===== src/hw/bwb_pkg.sv =====
package bwb_pkg;

  // forward command opcode
  typedef enum logic {
    e_op_rd = 1'b0,
    e_op_wr = 1'b1
  } mem_op_e;

  // transfer size in bytes, log2 encoded
  typedef enum logic [1:0] {
    e_size_1 = 2'b00,
    e_size_2 = 2'b01,
    e_size_4 = 2'b10,
    e_size_8 = 2'b11
  } mem_size_e;

  function automatic logic [3:0] size_bytes(input mem_size_e size);
    logic [3:0] nbytes;
    case (size)
      e_size_1: nbytes = 4'd1;
      e_size_2: nbytes = 4'd2;
      e_size_4: nbytes = 4'd4;
      default:  nbytes = 4'd8;
    endcase
    return nbytes;
  endfunction

endpackage


===== src/hw/bwb_wb_master.sv =====
`timescale 1ns/1ps

module bwb_wb_master #(
  parameter int DATA_W  = 64,
  parameter int ADDR_W  = 12,
  parameter int ID_W    = 4,
  localparam int SEL_W  = DATA_W / 8,
  localparam int OFF_W  = $clog2(SEL_W),
  localparam int WADR_W = ADDR_W - OFF_W
) (
  input  logic               clk_i,
  input  logic               rst_n_i,
  // command queue head
  input  logic               cmd_v_i,
  input  logic [WADR_W-1:0]  cmd_adr_i,
  input  logic               cmd_we_i,
  input  logic [SEL_W-1:0]   cmd_sel_i,
  input  logic [DATA_W-1:0]  cmd_dat_i,
  input  logic [ID_W-1:0]    cmd_id_i,
  input  bwb_pkg::mem_size_e cmd_size_i,
  input  logic [OFF_W-1:0]   cmd_off_i,
  output logic               cmd_pop_o,
  // wishbone classic
  output logic               wb_cyc_o,
  output logic               wb_stb_o,
  output logic               wb_we_o,
  output logic [SEL_W-1:0]   wb_sel_o,
  output logic [WADR_W-1:0]  wb_adr_o,
  output logic [DATA_W-1:0]  wb_dat_o,
  input  logic [DATA_W-1:0]  wb_dat_i,
  input  logic               wb_ack_i,
  // response push
  input  logic               rsp_space_i,
  output logic               rsp_push_o,
  output logic [ID_W-1:0]    rsp_id_o,
  output bwb_pkg::mem_op_e   rsp_op_o,
  output bwb_pkg::mem_size_e rsp_size_o,
  output logic [OFF_W-1:0]   rsp_off_o,
  output logic [DATA_W-1:0]  rsp_dat_o
);

  typedef enum logic {
    S_IDLE,
    S_BUSY
  } state_e;

  state_e state_q;
  logic   start;

  // a cycle only starts when its response is sure to have a slot
  assign start      = (state_q == S_IDLE) & cmd_v_i & rsp_space_i;
  assign cmd_pop_o  = start;
  assign rsp_push_o = (state_q == S_BUSY) & wb_ack_i;

  always_ff @(posedge clk_i) begin
    if (!rst_n_i) begin
      state_q  <= S_IDLE;
      wb_cyc_o <= 1'b0;
      wb_stb_o <= 1'b0;
      wb_we_o  <= 1'b0;
    end else begin
      case (state_q)
        S_IDLE: if (start) begin
          state_q  <= S_BUSY;
          wb_cyc_o <= 1'b1;
          wb_stb_o <= 1'b1;
          wb_we_o  <= cmd_we_i;
        end
        S_BUSY: if (wb_ack_i) begin
          state_q  <= S_IDLE;
          wb_cyc_o <= 1'b0;
          wb_stb_o <= 1'b0;
          wb_we_o  <= 1'b0;
        end
        default: state_q <= S_IDLE;
      endcase
    end
  end

  // held stable for the whole cycle
  always_ff @(posedge clk_i) begin
    if (start) begin
      wb_adr_o   <= cmd_adr_i;
      wb_sel_o   <= cmd_sel_i;
      wb_dat_o   <= cmd_dat_i;
      rsp_id_o   <= cmd_id_i;
      rsp_size_o <= cmd_size_i;
      rsp_off_o  <= cmd_off_i;
    end
  end

  assign rsp_op_o  = wb_we_o ? bwb_pkg::e_op_wr : bwb_pkg::e_op_rd;
  assign rsp_dat_o = wb_we_o ? '0 : wb_dat_i;  // writes return zero

endmodule


===== config.mk =====
export PLATFORM = sky130hd
export DESIGN_NAME = bwb_wb_master
export DESIGN_NICKNAME = d
export VERILOG_FILES = /design/src/hw/bwb_pkg.sv /design/src/hw/bwb_wb_master.sv
export SDC_FILE = /design/constraint.sdc
export NUM_CORES = 1
export LEC_CHECK = 0
export BUFFER_PORTS_ARGS = -buffer_cell sky130_fd_sc_hd__buf_2
export CAP_MARGIN = 5
export CORE_AREA = 2 2 123 125
export CTS_BUF_LIST = sky130_fd_sc_hd__clkbuf_8
export CTS_CLUSTER_SIZE = 40
export DETAILED_ROUTE_END_ITERATION = 8
export DIE_AREA = 0 0 125 127
export GPL_TIMING_DRIVEN = 0
export PLACE_DENSITY_LB_ADDON = 0.08
export SYNTH_ARGS = -nofsm -noshare
export SYNTH_HDL_FRONTEND = slang
export SYNTH_SLANG_ARGS = --single-unit

===== constraint.sdc =====
create_clock -name clk_i -period 1.75 [get_ports clk_i]
set_input_delay 0.35 -clock clk_i [delete_from_list [all_inputs] [get_ports clk_i]]
set_output_delay 0.35 -clock clk_i [all_outputs]
set_load 0.02 [all_outputs]

Yosys cells after proc, flatten, opt, wreduce, memory -nomap -nowiden
Cells that the tools add are included.

storage, ports and cells
  register bits = 93
  output and inout bits = 160
  logic and storage cells = 26
  input port bits = 160

operators by class
  equality and inequality tests = 2
  reductions and logical operators = 1
  mux-type cells = 10
  bitwise gates (word level) = 4

operator list
  cell                                          number
  64-bit 2-to-1 mux                             1
  1-bit 2-to-1 mux                              6
  1-bit one-hot mux with 2 select lines         3
  2-bit inequality test, second input constant  2
  1-bit bitwise AND                             3
  2-bit AND reduction                           1
  1-bit NOT                                     1

Longest topological paths before layout
  depth after elaboration = 5
  depth in mapped cells = 4
  depth with buffers taken out = 3

Least setup slack after synthesis
No wires, ideal clock.

  path kind = input-to-reg
  start point = in rsp_space_i
  end point = reg wb_we_o
  setup time = 0.115 ns
  required time = 1.635 ns
  cell stages on the path = 4
  path buffers = 1
  data arrival time = 1.331 ns
  slack = 0.305 ns
  cells stage by stage = and3b_1 > buf_6 > mux2i_1 > nor2_1

between the ends
  cells in the longest elaborated chain, start to end = 3

RTL lines
  what                             RTL line             source
  start: declaration               bwb_wb_master.sv:33  input logic rsp_space_i,
  1-bit bitwise AND                bwb_wb_master.sv:51  assign start = (state_q == S_IDLE) & cmd_v_i & rsp_space_i;
  net cmd_pop_o                    bwb_wb_master.sv:22  output logic cmd_pop_o,
  2-bit inequality test (no line)  -
  2-bit AND reduction (no line)    -
  end signal: assignment           bwb_wb_master.sv:67  wb_we_o <= cmd_we_i;
  end: declaration                 bwb_wb_master.sv:26  output logic wb_we_o,

The timed path passes the listed nets, and every way through them passes these cells.
A chain may end at the register's enable or synchronous reset.

Worst setup path in the final report
  start point = reg wb_we_o
  end point = out rsp_dat_o[46]

between the ends
  cells in the longest elaborated chain, start to end = 1

RTL lines
  what               RTL line             source
  64-bit 2-to-1 mux  bwb_wb_master.sv:93  assign rsp_dat_o = wb_we_o ? '0 : wb_dat_i;
  end: declaration   bwb_wb_master.sv:39  output logic [DATA_W-1:0] rsp_dat_o

No other way between the ends.

==> metrics.cfg <==
[run_status]
run_status=completed

[setup_path]
crit_end=rsp_dat_o[46]
path_class=reg -> out
path_cells=buf_4 > buf_4 > nor2b_1 > buf_4
slowest_stage=dfxtp_2
crit_top_cell=buf_4
crit_path_start=wb_we_o
reg2regPathDepth=3
critPathMaxStageDelay_ps=340
r2r_start=state_q
r2r_setup_slack_ps=290
start_kind=flop
critical_path_peak_fanout=10
critPathArrivalTime_ps=1360
reg2reg_to=wb_dat_o[61]
cp.required_ps=1400
critPathCaptureType=output pin

[drt]
antenna_left=0
wl_met3_um=1186
drc=0
wl_um=11550
wl_met1_um=3792
wl_per_cell_um=16.48
vias=2698
drtIter0Drc=98
vias_per_cell=3.849
dr_wl_met2_um=6414
highest_layer=met4
dr.pass1.iters=3

[floorplan]
io_pins=320
rows=44
dieArea_um2=15880
die_y_um=127
die_x_um=125
core_area_um2=14420
start_util_pct=22.74

[synthesis]
synth_warnings=0
syn-cell-area_um2=3279
synth_top_area_share_pct=82.41
netlist_top_cells_area=edfxtp_1, nor2b_1, dfxtp_1
synthCells=177
synth.yosys.seq_area_share_pct=84.24
synth_top_area_cell=edfxtp_1
avgSynthCellArea_um2=18.53
synth_nets=337
synth_seq_cells=93
ys_types=12

[grt]
grt_overflow=0
track_usage_pct=13.51
first_global_vias=2662
grt_pass1_wl_um=15790
antenna_found_initial=0
grt_max_degree=48

[min_path]
min-delay-start=cmd_sel_i[0]
min_path_cells=1
hold_path_class=in -> reg

[sta]
post-route-period-util_pct=97.63
worst_pin_slew_ps=237.4
maxSlewHeadroom_pct=84.17
drv_slew=0
max_freq_mhz=585.3
finClkSkew_ps=5.732
setup_violations=0
grt_setup_unrepaired=yes
min_period_ps=1708
hold_viol=0

[clocking]
clock_sinks=93
h-tree-depth=3
numCtsBuffers=9
ctsHoldBuffers=0
insertion_delay_ps=370
cts_buffer_depth=2
tritoncts=built
root_buffer=clkbuf_8
clkTransAtPathRegs_ps=100

[placed_design]
placed_cell_area_um2=5106
io_buffers=319
place.gp.congestion=0.8063
dp_hpwl_um=8860

[layout]
final_cell_mix=buf_2, edfxtp_1, nor2b_1
fin_area_um2=5540
final_common_cell=buf_2
final_nets=672
antenna_cells=0
synthToLayoutAreaGrowth_pct=68.94
drive_gt1_share_pct=69.25

[power_and_ir_drop]
leakage_uw=0.002592
power_uw=4786
p_per_area_nw_per_um2=863.8
ir_drop_v=0.0006065

[run]
drv.max_cap_violation_count=0

-- cell usage after synthesis --
library cell	number
buf_4	2
dfxtp_1	3
inv_1	1
o21a_1	1
nand2_1	2
and3b_1	1
buf_6	1
edfxtp_1	90
buf_2	7
nor2b_1	65
mux2i_1	1
nor2_1	3
-- routing by layer --
metal / global-route usage [%] / up-vias
li1: - / 1292
met1: 12.88 / 1230
met2: 25.51 / 164
met3: 5.863 / 12
met4: 5.294 / 0
met5: 0 / -
-- worst min-delay path by stage --
stage	to
after global routing	wb_dat_o[12]
after CTS	wb_sel_o[0]
final	wb_sel_o[0]
after detailed placement	wb_stb_o
after global placement	wb_stb_o
after floorplan	rsp_id_o[0]
-- kinds of logic (layout without fill, tap and decap cells) --
family / count (synthesis) / in the layout / synth area share (%)
buffers and inverters: 11 / 351 / 1.984
AND/OR/NAND/NOR: 71 / 71 / 13.24
flip-flops: 93 / 93 / 84.24
multiplexers: 1 / 1 / 0.3052
AO/OA/AOI/OAI: 1 / 1 / 0.2290
-- state kept, by name (all words and copies together), names as in the netlist --
signal	count
rsp_id_o	4
rsp_off_o	3
rsp_size_o	2
state_q	1
wb_adr_o	9
wb_dat_o	64
wb_sel_o	8
wb_stb_o	1
wb_we_o	1
-- where the power goes --
group	internal, µW	leakage [µW]	switching, µW	total, µW
logic	386	0.00163	493	879
registers	2550	0.000865	22.5	2580
clock network	526	0.0000942	803	1330
-- cell type report --
cell class	instances	area (µm²)
clock inverters	7	50.05
flip-flops and latches	93	2764
repair buffers	324	1804
fillers	1442	8884
multi-input cells	73	475.5
clock buffers	9	123.9
well taps	184	230.2
plain buffers	10	88.84
inverters	1	3.754
-- critical path, delay by kind of cell (launching register included) --
kind          cells  cell delay (ps)
buf+inv           3              510
flops             1              340
simple gates      1              140
-- timing repair --
item                                    CTS  global route
buffers inserted                          1             1
gates cloned                              2             1
gates resized for setup                  17            43
endpoints found under the setup margin   51            51
pin swaps                                 0             0
-- through the flow --
stage | hold WS, ps | setup TNS (ps) | worst slack, ps | util, % | instances
6_report | 138.1 | 0 | 41.56 | 38.41 | 701
2_1_floorplan | 448.9 | 0 | 304.6 | - | 177
4_1_cts | 113.0 | -11.43 | -5.900 | 37.44 | 699
3_3_place_gp | 491.2 | -257.9 | -217.7 | 35.40 | 680
5_1_grt | 111.7 | -226.7 | -29.37 | 38.41 | 701
3_5_place_dp | 492.3 | -284.0 | -232.0 | 35.40 | 680
(Power assumes the default switching activity.)
