### src/hw/bwb_pkg.sv
package bwb_pkg;

  // forward command opcode
  typedef enum logic {
    e_op_rd = 1'b0,
    e_op_wr = 1'b1
  } mem_op_e;

  // transfer size in bytes, log2 encoded
  typedef enum logic [1:0] {
    e_size_1 = 2'b00,
    e_size_2 = 2'b01,
    e_size_4 = 2'b10,
    e_size_8 = 2'b11
  } mem_size_e;

  function automatic logic [3:0] size_bytes(input mem_size_e size);
    logic [3:0] nbytes;
    case (size)
      e_size_1: nbytes = 4'd1;
      e_size_2: nbytes = 4'd2;
      e_size_4: nbytes = 4'd4;
      default:  nbytes = 4'd8;
    endcase
    return nbytes;
  endfunction

endpackage

### src/hw/bwb_fifo.sv
`timescale 1ns/1ps

module bwb_fifo #(
  parameter type payload_t = logic [7:0],
  parameter int  DEPTH     = 4
) (
  input  logic     clk_i,
  input  logic     rst_n_i,
  input  logic     push_i,
  input  payload_t data_i,
  input  logic     pop_i,
  output payload_t data_o,
  output logic     empty_o,
  output logic     full_o
);

  localparam int PTR_W = (DEPTH > 1) ? $clog2(DEPTH) : 1;
  localparam int CNT_W = $clog2(DEPTH + 1);

  payload_t         mem_q [DEPTH];
  logic [PTR_W-1:0] wr_ptr_q;
  logic [PTR_W-1:0] rd_ptr_q;
  logic [CNT_W-1:0] count_q;
  logic             do_push;
  logic             do_pop;

  function automatic logic [PTR_W-1:0] ptr_inc(input logic [PTR_W-1:0] ptr);
    return (ptr == PTR_W'(DEPTH - 1)) ? '0 : ptr + 1'b1;
  endfunction

  assign empty_o = (count_q == '0);
  assign full_o  = (count_q == CNT_W'(DEPTH));
  assign do_push = push_i & ~full_o;  // push into a full queue is dropped
  assign do_pop  = pop_i & ~empty_o;
  assign data_o  = mem_q[rd_ptr_q];

  always_ff @(posedge clk_i) begin
    if (!rst_n_i) begin
      wr_ptr_q <= '0;
      rd_ptr_q <= '0;
      count_q  <= '0;
    end else begin
      if (do_push) wr_ptr_q <= ptr_inc(wr_ptr_q);
      if (do_pop)  rd_ptr_q <= ptr_inc(rd_ptr_q);
      case ({do_push, do_pop})
        2'b10:   count_q <= count_q + 1'b1;
        2'b01:   count_q <= count_q - 1'b1;
        default: count_q <= count_q;
      endcase
    end
  end

  always_ff @(posedge clk_i) begin
    if (do_push) mem_q[wr_ptr_q] <= data_i;
  end

endmodule

### src/hw/bwb_rev_egress.sv
`timescale 1ns/1ps

module bwb_rev_egress #(
  parameter int DATA_W    = 64,
  parameter int ID_W      = 4,
  parameter int RSP_DEPTH = 4,
  localparam int SEL_W    = DATA_W / 8,
  localparam int OFF_W    = $clog2(SEL_W)
) (
  input  logic               clk_i,
  input  logic               rst_n_i,
  input  logic               rsp_push_i,
  input  logic [ID_W-1:0]    rsp_id_i,
  input  bwb_pkg::mem_op_e   rsp_op_i,
  input  bwb_pkg::mem_size_e rsp_size_i,
  input  logic [OFF_W-1:0]   rsp_off_i,
  input  logic [DATA_W-1:0]  rsp_dat_i,
  output logic               rsp_space_o,
  output logic               rev_v_o,
  output bwb_pkg::mem_op_e   rev_op_o,
  output bwb_pkg::mem_size_e rev_size_o,
  output logic [ID_W-1:0]    rev_id_o,
  output logic [DATA_W-1:0]  rev_data_o,
  input  logic               rev_ready_i
);

  typedef struct packed {
    logic [ID_W-1:0]    id;
    bwb_pkg::mem_op_e   op;
    bwb_pkg::mem_size_e size;
    logic [OFF_W-1:0]   off;
    logic [DATA_W-1:0]  dat;
  } rsp_t;

  rsp_t              rsp_in;
  rsp_t              rsp_head;
  logic              q_empty;
  logic              q_full;
  logic [3:0]        nbytes;
  logic [DATA_W-1:0] shifted;
  logic [DATA_W-1:0] byte_mask;

  assign rsp_in = '{id: rsp_id_i, op: rsp_op_i, size: rsp_size_i,
                    off: rsp_off_i, dat: rsp_dat_i};

  bwb_fifo #(
    .payload_t(rsp_t),
    .DEPTH    (RSP_DEPTH)
  ) u_rsp_q (
     .clk_i  (clk_i)
    ,.rst_n_i(rst_n_i)
    ,.push_i (rsp_push_i)
    ,.data_i (rsp_in)
    ,.pop_i  (rev_v_o & rev_ready_i)
    ,.data_o (rsp_head)
    ,.empty_o(q_empty)
    ,.full_o (q_full)
  );

  assign rsp_space_o = ~q_full;
  assign rev_v_o     = ~q_empty;

  // right-align the lanes of interest, zero the rest
  assign nbytes  = bwb_pkg::size_bytes(rsp_head.size);
  assign shifted = rsp_head.dat >> {rsp_head.off, 3'b000};
  always_comb begin
    for (int i = 0; i < SEL_W; i++) begin
      byte_mask[i*8 +: 8] = {8{i < int'(nbytes)}};
    end
  end

  assign rev_op_o   = rsp_head.op;
  assign rev_size_o = rsp_head.size;
  assign rev_id_o   = rsp_head.id;
  assign rev_data_o = shifted & byte_mask;

endmodule

### config.mk
export PLATFORM = sky130hd
export DESIGN_NAME = bwb_rev_egress
export DESIGN_NICKNAME = d
export VERILOG_FILES = /design/src/hw/bwb_pkg.sv /design/src/hw/bwb_fifo.sv /design/src/hw/bwb_rev_egress.sv
export SDC_FILE = /design/constraint.sdc
export NUM_CORES = 1
export LEC_CHECK = 0
export BUFFER_PORTS_ARGS = -buffer_cell sky130_fd_sc_hd__buf_2
export CAP_MARGIN = 20
export CORE_UTILIZATION = 58
export CTS_BUF_LIST = sky130_fd_sc_hd__clkbuf_16
export DETAILED_ROUTE_END_ITERATION = 10
export PLACE_DENSITY = 0.83
export SLEW_MARGIN = 5
export SYNTH_ARGS = -nofsm -noshare
export SYNTH_HDL_FRONTEND = slang
export SYNTH_SLANG_ARGS = --single-unit
### constraint.sdc
create_clock -name clk_i -period 3.75 [get_ports clk_i]
set_input_delay 0.75 -clock clk_i [delete_from_list [all_inputs] [get_ports clk_i]]
set_output_delay 0.75 -clock clk_i [all_outputs]
set_load 0.01 [all_outputs]
Word level (Yosys, flattened, before mapping)
Memory sizes are Yosys's and may differ from the RTL's. A register that Yosys moved wholly into a read port is not among the register bits.
Cells that the tools add are included.
{"block": "totals", "wordCells": 41, "inputBits": 78, "latch_bits": 0, "reg_bits": 7, "mem_bits_ro": 0, "memories": 1, "mem_bits_rw": 296}
{"memory": "u_rsp_q.mem_q", "words": 4, "word_bits": 74, "rd": 1, "rd_clocked_by_memory_dff": 1, "wr": 1, "line_no": "bwb_fifo.sv:20", "text": "payload_t mem_q [DEPTH];"}
{"block": "op_classes", "mux": 8, "addsub": 4, "bitwise": 6, "n_lt_le_gt_ge": 8, "reduce_logical": 3, "div_mod_pow": 0, "shifts": 1, "multipliers": 0, "eq_ne": 7}
{"operator": "64-bit AND", "n": 1}
{"operator": "64-bit by 6-bit right shift with 64-bit output", "n": 1}
{"operator": "3-bit by 4-bit < comparator with 1-bit output, first input constant", "n": 4}
{"operator": "4-bit one-hot mux with 3 select lines", "n": 1}
{"operator": "2-bit equality test, second input constant", "n": 4}
{"operator": "1-bit by 4-bit < comparator with 1-bit output, first input constant", "n": 2}
{"operator": "2-bit by 4-bit < comparator with 1-bit output, first input constant", "n": 2}
{"operator": "2-bit two-way mux", "n": 4}
{"operator": "3-bit one-hot mux with 2 select lines", "n": 1}
{"operator": "2-bit by 1-bit adder with 2-bit output, second input constant", "n": 2}
{"operator": "2-bit by 1-bit equality test with 1-bit output, second input constant", "n": 2}
{"operator": "3-bit by 1-bit adder with 3-bit output, second input constant", "n": 1}
{"operator": "1-bit AND", "n": 3}
{"operator": "3-bit equality test, second input constant", "n": 1}
{"operator": "3-bit logical NOT", "n": 1}
{"operator": "3-bit by 1-bit subtractor with 3-bit output, second input constant", "n": 1}
{"operator": "2-bit logical NOT", "n": 1}
{"operator": "1-bit two-way mux", "n": 2}
{"operator": "1-bit NOT", "n": 2}
{"operator": "2-bit nonzero test", "n": 1}

Logic depth before layout (Yosys ltp)
{"block": "depth", "word_depth": 6, "mapped_depth": 9}

Modules after synthesis
A second synthesis with hierarchy kept.
{"block": "unflattened", "hier_cells": 685, "area_unflattened_um2": 13017.5}
{"module": "bwb_fifo", "cells_each": 442, "n_inst": 1, "seq_area_each_um2": 9068.7, "area_per_inst_um2": 11174.5}
{"module": "bwb_rev_egress", "cells_each": 243, "n_inst": 1, "seq_area_each_um2": 0.0, "area_per_inst_um2": 1843.0}

Worst setup path before layout
Ideal clock, no wire load.
{"block": "synth_timing", "kind": "in2reg", "start": "input port rsp_push_i", "end": "memory u_rsp_q.mem_q[0][0] (netlist name), enable pin", "slack_ns": 0.790, "path_stages": 1, "t_arrival_ns": 2.519, "setup_ns": 0.441, "n_path_buf": 0, "path_cell_list": "and3_1"}
{"block": "synth_via", "elab_chain_len": 3}
{"item": "start: declaration", "line_no": "bwb_rev_egress.sv:12", "text": "input logic rsp_push_i,"}
{"item": "1-bit AND", "line_no": "bwb_fifo.sv:33", "text": "assign do_push = push_i & ~full_o;"}
{"item": "1-bit two-way mux", "line_no": "bwb_fifo.sv:54", "text": "if (do_push) mem_q[wr_ptr_q] <= data_i;"}
{"item": "1-bit two-way mux (implied by the code)", "line_no": "bwb_fifo.sv:54"}
{"item": "end: declaration", "line_no": "bwb_fifo.sv:20"}
Every way passes these cells.

==> results.json <==
{
  "synth_nets": 755,
  "busiest_layer": "met2",
  "place_inst": 1079,
  "p_clk_share_pct": 26.8,
  "clk_pin_slew_ns": 0.07,
  "start_util_pct": 59.2,
  "synthTopCellsByArea": "edfxtp_1 69%, mux4_2 13%, mux2i_1 3.9%",
  "synth_ff_type": "edfxtp_1",
  "status": "finished clean",
  "die_area_um2": 22900,
  "chipHeight_um": 151,
  "drt-pass1-iter-count": 7,
  "hp-class": "in -> reg",
  "clk_latency_ns": 0.56,
  "p_seq_share_pct": 38.5,
  "avgSynthCellArea_um2": 19.3,
  "wirelength_um": 31200,
  "synth_top_area_share_pct": 68.8,
  "ys_ff_latch": 305,
  "die_w_um": 151,
  "ir_drop_v": 0.000520,
  "p_total_uw": 10800,
  "grt_overflow_total": 0,
  "p_int_uw": 7290,
  "finClkSkew_ns": 0.00906,
  "grt_pass1_wl_um": 45200,
  "core-area_um2": 21800,
  "ant_nets": 0,
  "tightest_slew_ns": 0.784,
  "wl_per_cell_um": 27.3,
  "synth_area_um2": 12900,
  "cts_tree": "done",
  "synth-seq-area-share_pct": 70.2,
  "synth_most_common_cell": "edfxtp_1",
  "cp.arrival_ns": 2.95,
  "nNetsFinal": 922,
  "yosysUniqueCellTypes": 45,
  "hpwl_um": 20600,
  "grt_pass1_vias": 7429,
  "clockRootBuffer": "clkbuf_16",
  "grt_max_degree": 49,
  "drive_gt1_share_pct": 38.1,
  "syn_inst": 670,
  "vias_per_cell": 6.56,
  "p_per_area_nw_per_um2": 715,
  "grt.total_usage_pct": 27.6,
  "p_sw_share_pct": 32.8,
  "drv_slew": 0,
  "synth_edf_count": 296,
  "final.min_clock_period_ns": 3.70,
  "yosysTopAreaCell": "edfxtp_1",
  "holdPathStages": 1,
  "required_ns": 3.00,
  "ctsLongestPathBuffers": 3,
  "endpoint_kind": "output pin",
  "crit_type": "reg -> out",
  "yosys_warnings": 0,
  "p_leak_uw": 0.00532,
  "async_flop_share_pct": 0,
  "syn_to_final_growth_pct": 17.4,
  "pwr-share-comb_pct": 34.6,
  "critPathLaunchType": "register",
  "setup_viol": 0,
  "r2r_cells": 8,
  "io_buffers": 150,
  "netlist_top_cells_count": "296 x edfxtp_1, 74 x mux4_2, 50 x mux2i_1, 24 x nor2_1, 17 x buf_2",
  "drt_iter0_drc": 788,
  "hold_violations": 0,
  "maxCapViolations": 0,
  "cp_max_fo": 9,
  "met2_usage_pct": 44.5,
  "cts.sinks": 305,
  "cts_htree_levels": 1,
  "gp_congestion": 0.979,
  "layout.cells.non_filler": 1143,
  "power.switching_uw": 3560,
  "relSlewSlack_pct": 47.7,
  "grt_use_met3_pct": 6.66,
  "max_freq_mhz": 270,
  "vias": 7493,
  "fin_crit_sh_pct": 98.6,
  "grt_antenna_before_repair": 2,
  "grtUsageMet1_pct": 37.5,
  "boundaryPins": 151,
  "placementRows": 54,
  "drc_errors": 0,
  "rsz0062_at_grt": "false",
  "cts_buffers": 30
}
[what timing repair did]
item                                    4_1_cts  5_1_grt
gates cloned                                  1        1
hold buffers                                  0        0
pin swaps                                     0        1
endpoints found under the setup margin       36       28
setup buffers                                 0        4
gates resized for setup                      13       12
[power by group through the flow]
stage	combinational [µW]	sequential [µW]	clock, µW
finish	3760	4180	2910
global route	3950	4200	3040
CTS	3580	4180	2930
detailed placement	3520	4240	0
global placement	3460	4210	0
floorplan	2370	4210	0
[layout by cell type, fill, tap and decap left out, types with 5 or more instances in the layout]
master and count:
nand2_1 14, a211oi_1 7, buf_12 7, buf_2 150, clkinv_1 6, mux2_2 11
nand3_1 9, mux2_1 13, inv_1 12, clkbuf_16 30, mux4_2 75, o21ai_1 8
clkinv_2 6, and3b_1 8, o22ai_1 8, a21oi_1 5, and2_1 12, buf_4 14
a22oi_1 8, dfxtp_1 7, nor2_1 24, mux2i_1 50, o221ai_1 12, edfxtp_1 296
ha_1 6, a221o_1 8
[through the flow]
step                 TNS, ns  area (µm²)  hold WS (ns)  worst slack [ns]  utilization [%]
floorplan                  0       12900         0.467             0.790                -
global placement           0       14000         0.476             0.357             64.2
detailed placement         0       14000         0.526             0.181             64.2
CTS                 -0.00837       15000         0.394          -0.00580             68.9
global route               0       15200         0.397            0.0110             69.5
finish                     0       15200         0.405            0.0523             69.5
[worst paths after layout]
check / slack [ns] / from / endpoint
hold / removal: 0.41 / rsp_dat_i[31] / u_rsp_q.mem_q[3][31]$_DFFE_PP_
setup / recovery: 0.05 / register / rev_data_o[15]
setup reg to reg: 1.23 / u_rsp_q.count_q[2]$_SDFFE_PN0P_ / u_rsp_q.count_q[2]$_SDFFE_PN0P_
hold reg to reg: 0.53 / u_rsp_q.rd_ptr_q[1]$_SDFFE_PN0N_ / register
[cells by family after synthesis]
kind of cell / Yosys count / synth area share [%]
buf+inv: 47 / 2.05
simple gates: 89 / 3.82
mux: 150 / 19.1
flops: 305 / 70.2
xor+xnor: 2 / 0.136
fa+ha+maj: 7 / 0.736
compound gates: 70 / 4.01
[registers in the layout (all words and copies together) (netlist names), named ones only]
name and cells:
u_rsp_q.rd_ptr_q 2, u_rsp_q.wr_ptr_q 2, u_rsp_q.count_q 3, u_rsp_q.mem_q 296
[cell type report]
type                       count  area [µm²]
sequential                   305        9080
fill                        1362        6650
multi-input combinational    320        3710
timing repair buffer         174        1050
clock buffer                  30         751
tap                          280         350
clock inverter                26         214
inverter                       6        22.5
antenna                        2        5.00
[worst max-delay path, stage by stage, from the launching register on]
cell      delay [ns]
dfxtp_4         0.43
mux4_2          0.57
buf_4           0.20
or2_1           0.35
nand2b_2        0.33
o221ai_2        0.32
buf_2           0.19
[per-layer routing]
layer  up-vias  part of all wire [%]
li1       3135                     -
met1      3793                    38
met2       496                    48
met3        69                    11
met4         0                   2.9
met5         -                     0
Note: power is estimated with default switching activity, not from simulation.
