**config.mk**
```make
export PLATFORM = sky130hd
export DESIGN_NAME = bwb_fwd_intake
export DESIGN_NICKNAME = d
export VERILOG_FILES = /design/src/hw/bwb_pkg.sv /design/src/hw/bwb_fifo.sv /design/src/hw/bwb_fwd_intake.sv
export SDC_FILE = /design/constraint.sdc
export NUM_CORES = 1
export LEC_CHECK = 0
export BUFFER_PORTS_ARGS = -buffer_cell sky130_fd_sc_hd__buf_4
export CORE_ASPECT_RATIO = 1.5
export CORE_MARGIN = 10
export CORE_UTILIZATION = 30
export DETAILED_ROUTE_END_ITERATION = 12
export SYNTH_ARGS = -nofsm -noshare
export SYNTH_HDL_FRONTEND = slang
export SYNTH_HIERARCHICAL = 1
export SYNTH_SLANG_ARGS = --single-unit
```
**constraint.sdc**
```tcl
create_clock -name clk_i -period 3.2 [get_ports clk_i]
set_input_delay 0.16 -clock clk_i [delete_from_list [all_inputs] [get_ports clk_i]]
set_output_delay 0.16 -clock clk_i [all_outputs]
set_load 0.1 [all_outputs]
```
**src/hw/bwb_pkg.sv**
```systemverilog
package bwb_pkg;

  // forward command opcode
  typedef enum logic {
    e_op_rd = 1'b0,
    e_op_wr = 1'b1
  } mem_op_e;

  // transfer size in bytes, log2 encoded
  typedef enum logic [1:0] {
    e_size_1 = 2'b00,
    e_size_2 = 2'b01,
    e_size_4 = 2'b10,
    e_size_8 = 2'b11
  } mem_size_e;

  function automatic logic [3:0] size_bytes(input mem_size_e size);
    logic [3:0] nbytes;
    case (size)
      e_size_1: nbytes = 4'd1;
      e_size_2: nbytes = 4'd2;
      e_size_4: nbytes = 4'd4;
      default:  nbytes = 4'd8;
    endcase
    return nbytes;
  endfunction

endpackage

```
**src/hw/bwb_fifo.sv**
```systemverilog
`timescale 1ns/1ps

module bwb_fifo #(
  parameter type payload_t = logic [7:0],
  parameter int  DEPTH     = 4
) (
  input  logic     clk_i,
  input  logic     rst_n_i,
  input  logic     push_i,
  input  payload_t data_i,
  input  logic     pop_i,
  output payload_t data_o,
  output logic     empty_o,
  output logic     full_o
);

  localparam int PTR_W = (DEPTH > 1) ? $clog2(DEPTH) : 1;
  localparam int CNT_W = $clog2(DEPTH + 1);

  payload_t         mem_q [DEPTH];
  logic [PTR_W-1:0] wr_ptr_q;
  logic [PTR_W-1:0] rd_ptr_q;
  logic [CNT_W-1:0] count_q;
  logic             do_push;
  logic             do_pop;

  function automatic logic [PTR_W-1:0] ptr_inc(input logic [PTR_W-1:0] ptr);
    return (ptr == PTR_W'(DEPTH - 1)) ? '0 : ptr + 1'b1;
  endfunction

  assign empty_o = (count_q == '0);
  assign full_o  = (count_q == CNT_W'(DEPTH));
  assign do_push = push_i & ~full_o;  // push into a full queue is dropped
  assign do_pop  = pop_i & ~empty_o;
  assign data_o  = mem_q[rd_ptr_q];

  always_ff @(posedge clk_i) begin
    if (!rst_n_i) begin
      wr_ptr_q <= '0;
      rd_ptr_q <= '0;
      count_q  <= '0;
    end else begin
      if (do_push) wr_ptr_q <= ptr_inc(wr_ptr_q);
      if (do_pop)  rd_ptr_q <= ptr_inc(rd_ptr_q);
      case ({do_push, do_pop})
        2'b10:   count_q <= count_q + 1'b1;
        2'b01:   count_q <= count_q - 1'b1;
        default: count_q <= count_q;
      endcase
    end
  end

  always_ff @(posedge clk_i) begin
    if (do_push) mem_q[wr_ptr_q] <= data_i;
  end

endmodule

```
**src/hw/bwb_fwd_intake.sv**
```systemverilog
`timescale 1ns/1ps

module bwb_fwd_intake #(
  parameter int DATA_W    = 64,
  parameter int ADDR_W    = 12,
  parameter int ID_W      = 4,
  parameter int CMD_DEPTH = 4,
  localparam int SEL_W    = DATA_W / 8,
  localparam int OFF_W    = $clog2(SEL_W),
  localparam int WADR_W   = ADDR_W - OFF_W
) (
  input  logic                  clk_i,
  input  logic                  rst_n_i,
  input  logic                  fwd_v_i,
  input  bwb_pkg::mem_op_e      fwd_op_i,
  input  logic [ADDR_W-1:0]     fwd_addr_i,
  input  bwb_pkg::mem_size_e    fwd_size_i,
  input  logic [ID_W-1:0]       fwd_id_i,
  input  logic [DATA_W-1:0]     fwd_data_i,
  output logic                  fwd_ready_o,
  input  logic                  cmd_pop_i,
  output logic                  cmd_v_o,
  output logic [WADR_W-1:0]     cmd_adr_o,
  output logic                  cmd_we_o,
  output logic [SEL_W-1:0]      cmd_sel_o,
  output logic [DATA_W-1:0]     cmd_dat_o,
  output logic [ID_W-1:0]       cmd_id_o,
  output bwb_pkg::mem_size_e    cmd_size_o,
  output logic [OFF_W-1:0]      cmd_off_o
);

  typedef struct packed {
    logic [WADR_W-1:0]  adr;
    logic               we;
    logic [SEL_W-1:0]   sel;
    logic [DATA_W-1:0]  dat;
    logic [ID_W-1:0]    id;
    bwb_pkg::mem_size_e size;
    logic [OFF_W-1:0]   off;
  } cmd_t;

  cmd_t             cmd_in;
  cmd_t             cmd_head;
  logic [3:0]       nbytes;
  logic [OFF_W-1:0] align_mask;
  logic [OFF_W-1:0] off;
  logic             q_empty;
  logic             q_full;

  assign nbytes     = bwb_pkg::size_bytes(fwd_size_i);
  // low address bits inside the transfer size are dropped
  assign align_mask = ~(OFF_W'(nbytes) - 1'b1);
  assign off        = fwd_addr_i[OFF_W-1:0] & align_mask;

  always_comb begin
    cmd_in      = '0;
    cmd_in.adr  = fwd_addr_i[ADDR_W-1:OFF_W];
    cmd_in.we   = (fwd_op_i == bwb_pkg::e_op_wr);
    cmd_in.dat  = fwd_data_i << {off, 3'b000};  // move data up to its lane
    cmd_in.id   = fwd_id_i;
    cmd_in.size = fwd_size_i;
    cmd_in.off  = off;
    for (int i = 0; i < SEL_W; i++) begin
      cmd_in.sel[i] = (i >= int'(off)) && (i < int'(off) + int'(nbytes));
    end
  end

  bwb_fifo #(
    .payload_t(cmd_t),
    .DEPTH    (CMD_DEPTH)
  ) u_cmd_q (
     .clk_i  (clk_i)
    ,.rst_n_i(rst_n_i)
    ,.push_i (fwd_v_i & fwd_ready_o)
    ,.data_i (cmd_in)
    ,.pop_i  (cmd_pop_i)
    ,.data_o (cmd_head)
    ,.empty_o(q_empty)
    ,.full_o (q_full)
  );

  assign fwd_ready_o = ~q_full;
  assign cmd_v_o     = ~q_empty;

  assign cmd_adr_o  = cmd_head.adr;
  assign cmd_we_o   = cmd_head.we;
  assign cmd_sel_o  = cmd_head.sel;
  assign cmd_dat_o  = cmd_head.dat;
  assign cmd_id_o   = cmd_head.id;
  assign cmd_size_o = cmd_head.size;
  assign cmd_off_o  = cmd_head.off;

endmodule

```
---- After elaboration in Yosys (flattened, before gate mapping) ----
Memory sizes are Yosys's and may differ from the RTL's. A register that Yosys moved wholly into a read port is not among the register bits.
Index checks and enable logic that the tools add are counted.
storage, ports and cells
  bits in read-only memories .............. 0
  output and inout bits ................... 93
  register bits ........................... 7
  latch bits .............................. 0
  RAM bits ................................ 364
  memories ................................ 1
operators by class
  reduce and logical (&&, ||, !) cells .... 10
  magnitude comparators ................... 15
  div/mod/pow operators ................... 0
  shifts and indexed selects .............. 1
  $add $sub $neg .......................... 6
  multipliers ............................. 0
  equal/unequal tests ..................... 7
  muxes and demuxes ....................... 8
  bitwise operators ....................... 7
memory list
  memory         words  bits a word  rd ports  clocked after memory_dff  wr ports  line            text
  u_cmd_q.mem_q  4      91           1         1                         1         bwb_fifo.sv:20  payload_t mem_q [DEPTH];
operators with widths
  kind                 count
  $lt 4x32->1 const A  3
  $lt 3x32->1 const A  2
  $shl 64x6->64        1
  $lt 1x32->1 const A  1
  $lt 2x32->1 const A  1
  $pmux 4 s3           1
  $ge 3x3->1 const A   3
  $eq 2x2->1 const B   4
  $mux 2               4
  $logic_and 1x1->1    7
  $ge 1x3->1 const A   2
  $ge 2x3->1 const A   2
  $pmux 3 s2           1
  $sub 3x1->3 const B  2
  $add 3x4->5          1
  $lt 3x5->1 const A   1
  $add 2x1->2 const B  2
  $eq 2x1->1 const B   2
  $add 3x1->3 const B  1
  $and 1x1->1          3
  $and 3x3->3          1
  $eq 3x3->1 const B   1
  $logic_not 3->1      1
  $not 3->3            1
  4 further kinds      6

---- Logic depth before layout (Yosys ltp) ----
  depth after elaboration ................. 8
  depth in mapped cells ................... 11
  mapped depth without buffers ............ 10

---- Cells and area by module ----
Netlist, hierarchy kept.
by module, submodules not included
  module          area an instance (sq um)  times used  seq. area each (sq um)  cells an instance
  bwb_fifo        13714.4                   1           11110.7                 531
  bwb_fwd_intake  1900.6                    1           0.0                     241

---- Worst setup path after synthesis ----
No wires, ideal clock.
  kind .................................... register to register
  start ................................... reg u_cmd_q.count_q[2]
  end ..................................... mem u_cmd_q/mem_q[0][0] (netlist bit) (enable)
  clock period less this slack ............ 3.432 ns
  stages on the path, launching flop included .. 6
  arrival time ............................ 2.972 ns
  required time ........................... 2.740 ns
  path slack .............................. -0.232 ns
  cells stage by stage .................... dfxtp_1 -> nor3b_2 -> nor2b_1 -> nor2b_1 -> buf_2 -> and2_1
between the ends
  cells in the longest elaborated chain, start to end .. 6
ends and longest elaborated chain
  element                           line                                  text
  start: declaration                bwb_fifo.sv:23                        logic [CNT_W-1:0] count_q;
  start signal: assignment          bwb_fifo.sv:46                        2'b10: count_q <= count_q + 1'b1;
  start signal: assignment          bwb_fifo.sv:47                        2'b01: count_q <= count_q - 1'b1;
  start signal: assignment          bwb_fifo.sv:48                        default: count_q <= count_q;
  $eq 3x3->1 (*)                    bwb_fifo.sv:32                        assign full_o = (count_q == CNT_W'(DEPTH));
  via q_full                        bwb_fwd_intake.sv:48                  logic q_full;
  $not 1->1 (*)                     bwb_fifo.sv:33, bwb_fwd_intake.sv:82
  $and 1x1->1                       bwb_fwd_intake.sv:74                  ,.push_i (fwd_v_i & fwd_ready_o)
  $and 1x1->1 (*)                   bwb_fifo.sv:33                        assign do_push = push_i & ~full_o;
  $mux 1 (*)                        bwb_fifo.sv:54                        if (do_push) mem_q[wr_ptr_q] <= data_i;
  $mux 1 (implied by the code) (*)  bwb_fifo.sv:54
  end: declaration                  bwb_fifo.sv:20
The timed path passes the listed nets; every way through them passes the cells marked *.

==> metrics.md <==
| Metric | Value |
|---|---|
| Fin Clk Skew | 0.0244 ns |
| DR vias | 8292 |
| Synth warn | 6 |
| Pwr/cell area | 993 mW/mm2 |
| Post-Route Utilization | 37.1% |
| DIE WIDTH | 206 um |
| Post-CTS setup buffers | 0 |
| Fin. Hold Viols | 0 |
| Initial Util | 30.3% |
| Slew Limit Headroom | 35.0% |
| GR Overflow Total | 0 |
| Crit path max fanout | 18 |
| Max-slew violations | 0 |
| H-tree depth | 2 |
| Gr usage total | 13.8% |
| Sw frac | 44.2% |
| CP Depth | 9 |
| Die area | 0.0618 mm2 |
| Clock sink total | 373 |
| Cells after Synth | 772 |
| Register area share after synthesis | 71.2% |
| Vias in the first global route | 8782 |
| Clk_lat worst skew | 0.56 ns |
| Total Routed Length | 42900 um |
| Placer Congestion | 0.782 |
| WL/cell | 25.4 um |
| WHS Path Cells | 3 |
| Routed Antenna Nets | 0 |
| Internal | 10.6 mW |
| Largest net degree at the start of global routing | 46 |
| Fin nets | 1079 |
| Vias per inst | 4.91 |
| Gate power share | 43.7% |
| Clk buf depth | 3 |
| Crit. End Element | flop |
| Post-DP HPWL | 29900 um |
| TritonCTS clock tree | yes |
| Final Cycle Share | 86.4% |
| Sw Pwr | 8.38 mW |
| Core ar. | 0.0516 mm2 |
| Synth area leader | edfxtp_1 |
| Crit path cell chain | dlygate4sd3_1 > buf_4 > or3b_4 > inv_2 > ha_1 > nor2_1 > a221oi_1 > nand3_1 > a21oi_1 |
| Final setup viols | 0 |
| Number of max-cap violations | 0 |
| Outcome | completed |
| Share of the synthesized area in the top cell type | 70.0% |
| Fill cell count | 4833 |
| Clock share of power | 22.2% |
| Layout cells sized above 1 | 36.8% |
| Startpoint class of the critical path | input port |
| TNS Setup | 0 ns |
| Crit path max-delay family | buffers and inverters |
| Max Fclk | 362 MHz |
| Main synth FF type | edfxtp_1 |
| Hold_ws | 0.0481 ns |
| Hold_buf cts | 17 |
| # DRC | 0 |
| Max incr delay on CP | 0.56 ns |
| Register area | 0.0111 mm2 |
| Asr flop ratio synth | 0% |
| Root buffer cell | clkbuf_16 |
| Post-Synthesis Cell Area | 0.0156 mm2 |
| Footprint of the multi-input gates | 0.00407 mm2 |
| Hold WC Path Type | in2reg |
| Die H | 299 um |
| Post-synth EDFFs | 364 |
| Sequential fraction of design power | 34.1% |
| Most frequent cell after synthesis | edfxtp_1 |
| VDD IR max | 0.610 mV |
| Bufs and invs on worst path | 3 |
| CP Data Required Time | 3.53 ns |
| Synth unique cells | 50 |
| Worst-Margin Slew | 0.971 ns |
| LEAKAGE | 6.72 nW |
| Num CTS Buffers | 38 |
| DRT Pass-1 Iters | 5 |
| Initial antenna violation count | 3 |
| WP data arrival | 3.10 ns |
| Clock transition at the registers of the reported paths | 0.06 ns |
| RSZ-0062 raised after global routing | no |
| Crit path time final | 2.77 ns |
| Tot Pwr | 19.0 mW |
| Synth cell count leaders | 364 x edfxtp_1, 99 x mux4_2, 58 x mux2i_1 |
| Top cells by area, synth | edfxtp_1 70%, mux4_2 14%, mux2i_1 3.7%, buf_12 1.3%, dfxtp_1 1.2% |
| First-pass GRT wire length | 62200 um |
| Worst Reg-to-Reg Cells | 5 |
| Area grow syn2layout | 22.4% |
| I/O Buffers | 179 |
| Synth Net Count | 868 |
| Post-cts resize count | 0 |
| Mapped Avg Cell Area | 20.2 um2 |
| Row Count | 102 |
| Flops & latches, synth | 373 |
| Highest-delay cell along the critical path | a221oi_1 |
| IO Pins | 180 |
| Crit Path Category | in2reg |
| 1st-iter DRT viols | 571 |
==> per-layer routing <==
| metal | routed length, um | share of wire [%] | up-vias | GRT usage, % |
|---|---|---|---|---|
| met5 | 47 | 0.11 | - | 0 |
| met4 | 1020 | 2.4 | 6 | 4.35 |
| met3 | 2670 | 6.2 | 53 | 3.38 |
| met2 | 22600 | 53 | 260 | 24.0 |
| met1 | 16600 | 39 | 4349 | 16.4 |
| li1 | - | - | 3624 | - |
==> placed cells by master (no fill, tap or decap), drive strengths merged, types with 14 or more instances in the layout <==
| master | n |
|---|---|
| nand2 | 18 |
| buf | 202 |
| clkbuf | 42 |
| mux4 | 99 |
| edfxtp | 364 |
| clkinv | 20 |
| nor2 | 17 |
| inv | 14 |
| mux2i | 58 |
| o21ai | 19 |
| nor2b | 20 |
| dlygate4sd3 | 17 |
==> registers in the layout (all words and copies together), names as in the netlist, named ones only <==
register / count
u_cmd_q/wr_ptr_q: 2
u_cmd_q/mem_q: 364
u_cmd_q/rd_ptr_q: 2
u_cmd_q/count_q: 3
==> worst reg2reg max path: cells and delay by family, from the launching register on <==
family	cells	cell delay (ns)
buf+inv	1	0.40
simple gates	4	1.21
flops	1	0.44
==> metrics by stage <==
stage	cells	worst slack (ns)	instance area [um2]
floorplan	772	0.523	15600
global placement	1602	0.603	17700
detailed placement	1602	0.503	17700
CTS	1687	0.463	19100
global route	1687	0.237	19100
finish	1688	0.434	19100
==> kinds of logic (layout without fill, tap and decap cells) <==
logic type	Yosys count	count (layout)	synth area share [%]
compound gates	82	82	3.94
xor+xnor	3	3	0.168
fa+ha+maj	9	9	0.769
buf+inv	60	299	2.95
flops	373	373	71.2
mux	157	157	18.0
other cells	0	1	0
simple gates	88	88	3.02
==> power groups by stage <==
stage	Sequential, mW	Clock [mW]	Combinational (mW)
detailed placement	6.59	0	8.48
CTS	6.48	4.34	8.51
global placement	6.54	0	8.47
global route	6.54	4.52	8.62
finish	6.47	4.22	8.29
floorplan	6.48	0	6.46
==> worst paths after layout <==
kind / slack, ns / start / end
worst max register to register: 0.81 / u_cmd_q/count_q[0]$_SDFFE_PN0P_ / u_cmd_q/mem_q[0][25]$_DFFE_PP_
worst max-delay path: 0.43 / fwd_size_i[1] / u_cmd_q/mem_q[3][79]$_DFFE_PP_
worst min register to register: 0.50 / u_cmd_q/wr_ptr_q[1]$_SDFFE_PN0P_ / u_cmd_q/wr_ptr_q[1]$_SDFFE_PN0P_
worst min-delay path: 0.05 / cmd_pop_i / flop
==> layout make-up <==
class                      count  area share (%)
antenna                        1          0.0131
clock buffer                  42            5.05
clock inverter                26            1.21
inverter                      12           0.236
multi-input combinational    339            21.3
sequential                   373            58.2
tap                          676            4.43
timing repair buffer         219            9.61
Power figures use the tool's default switching activity.
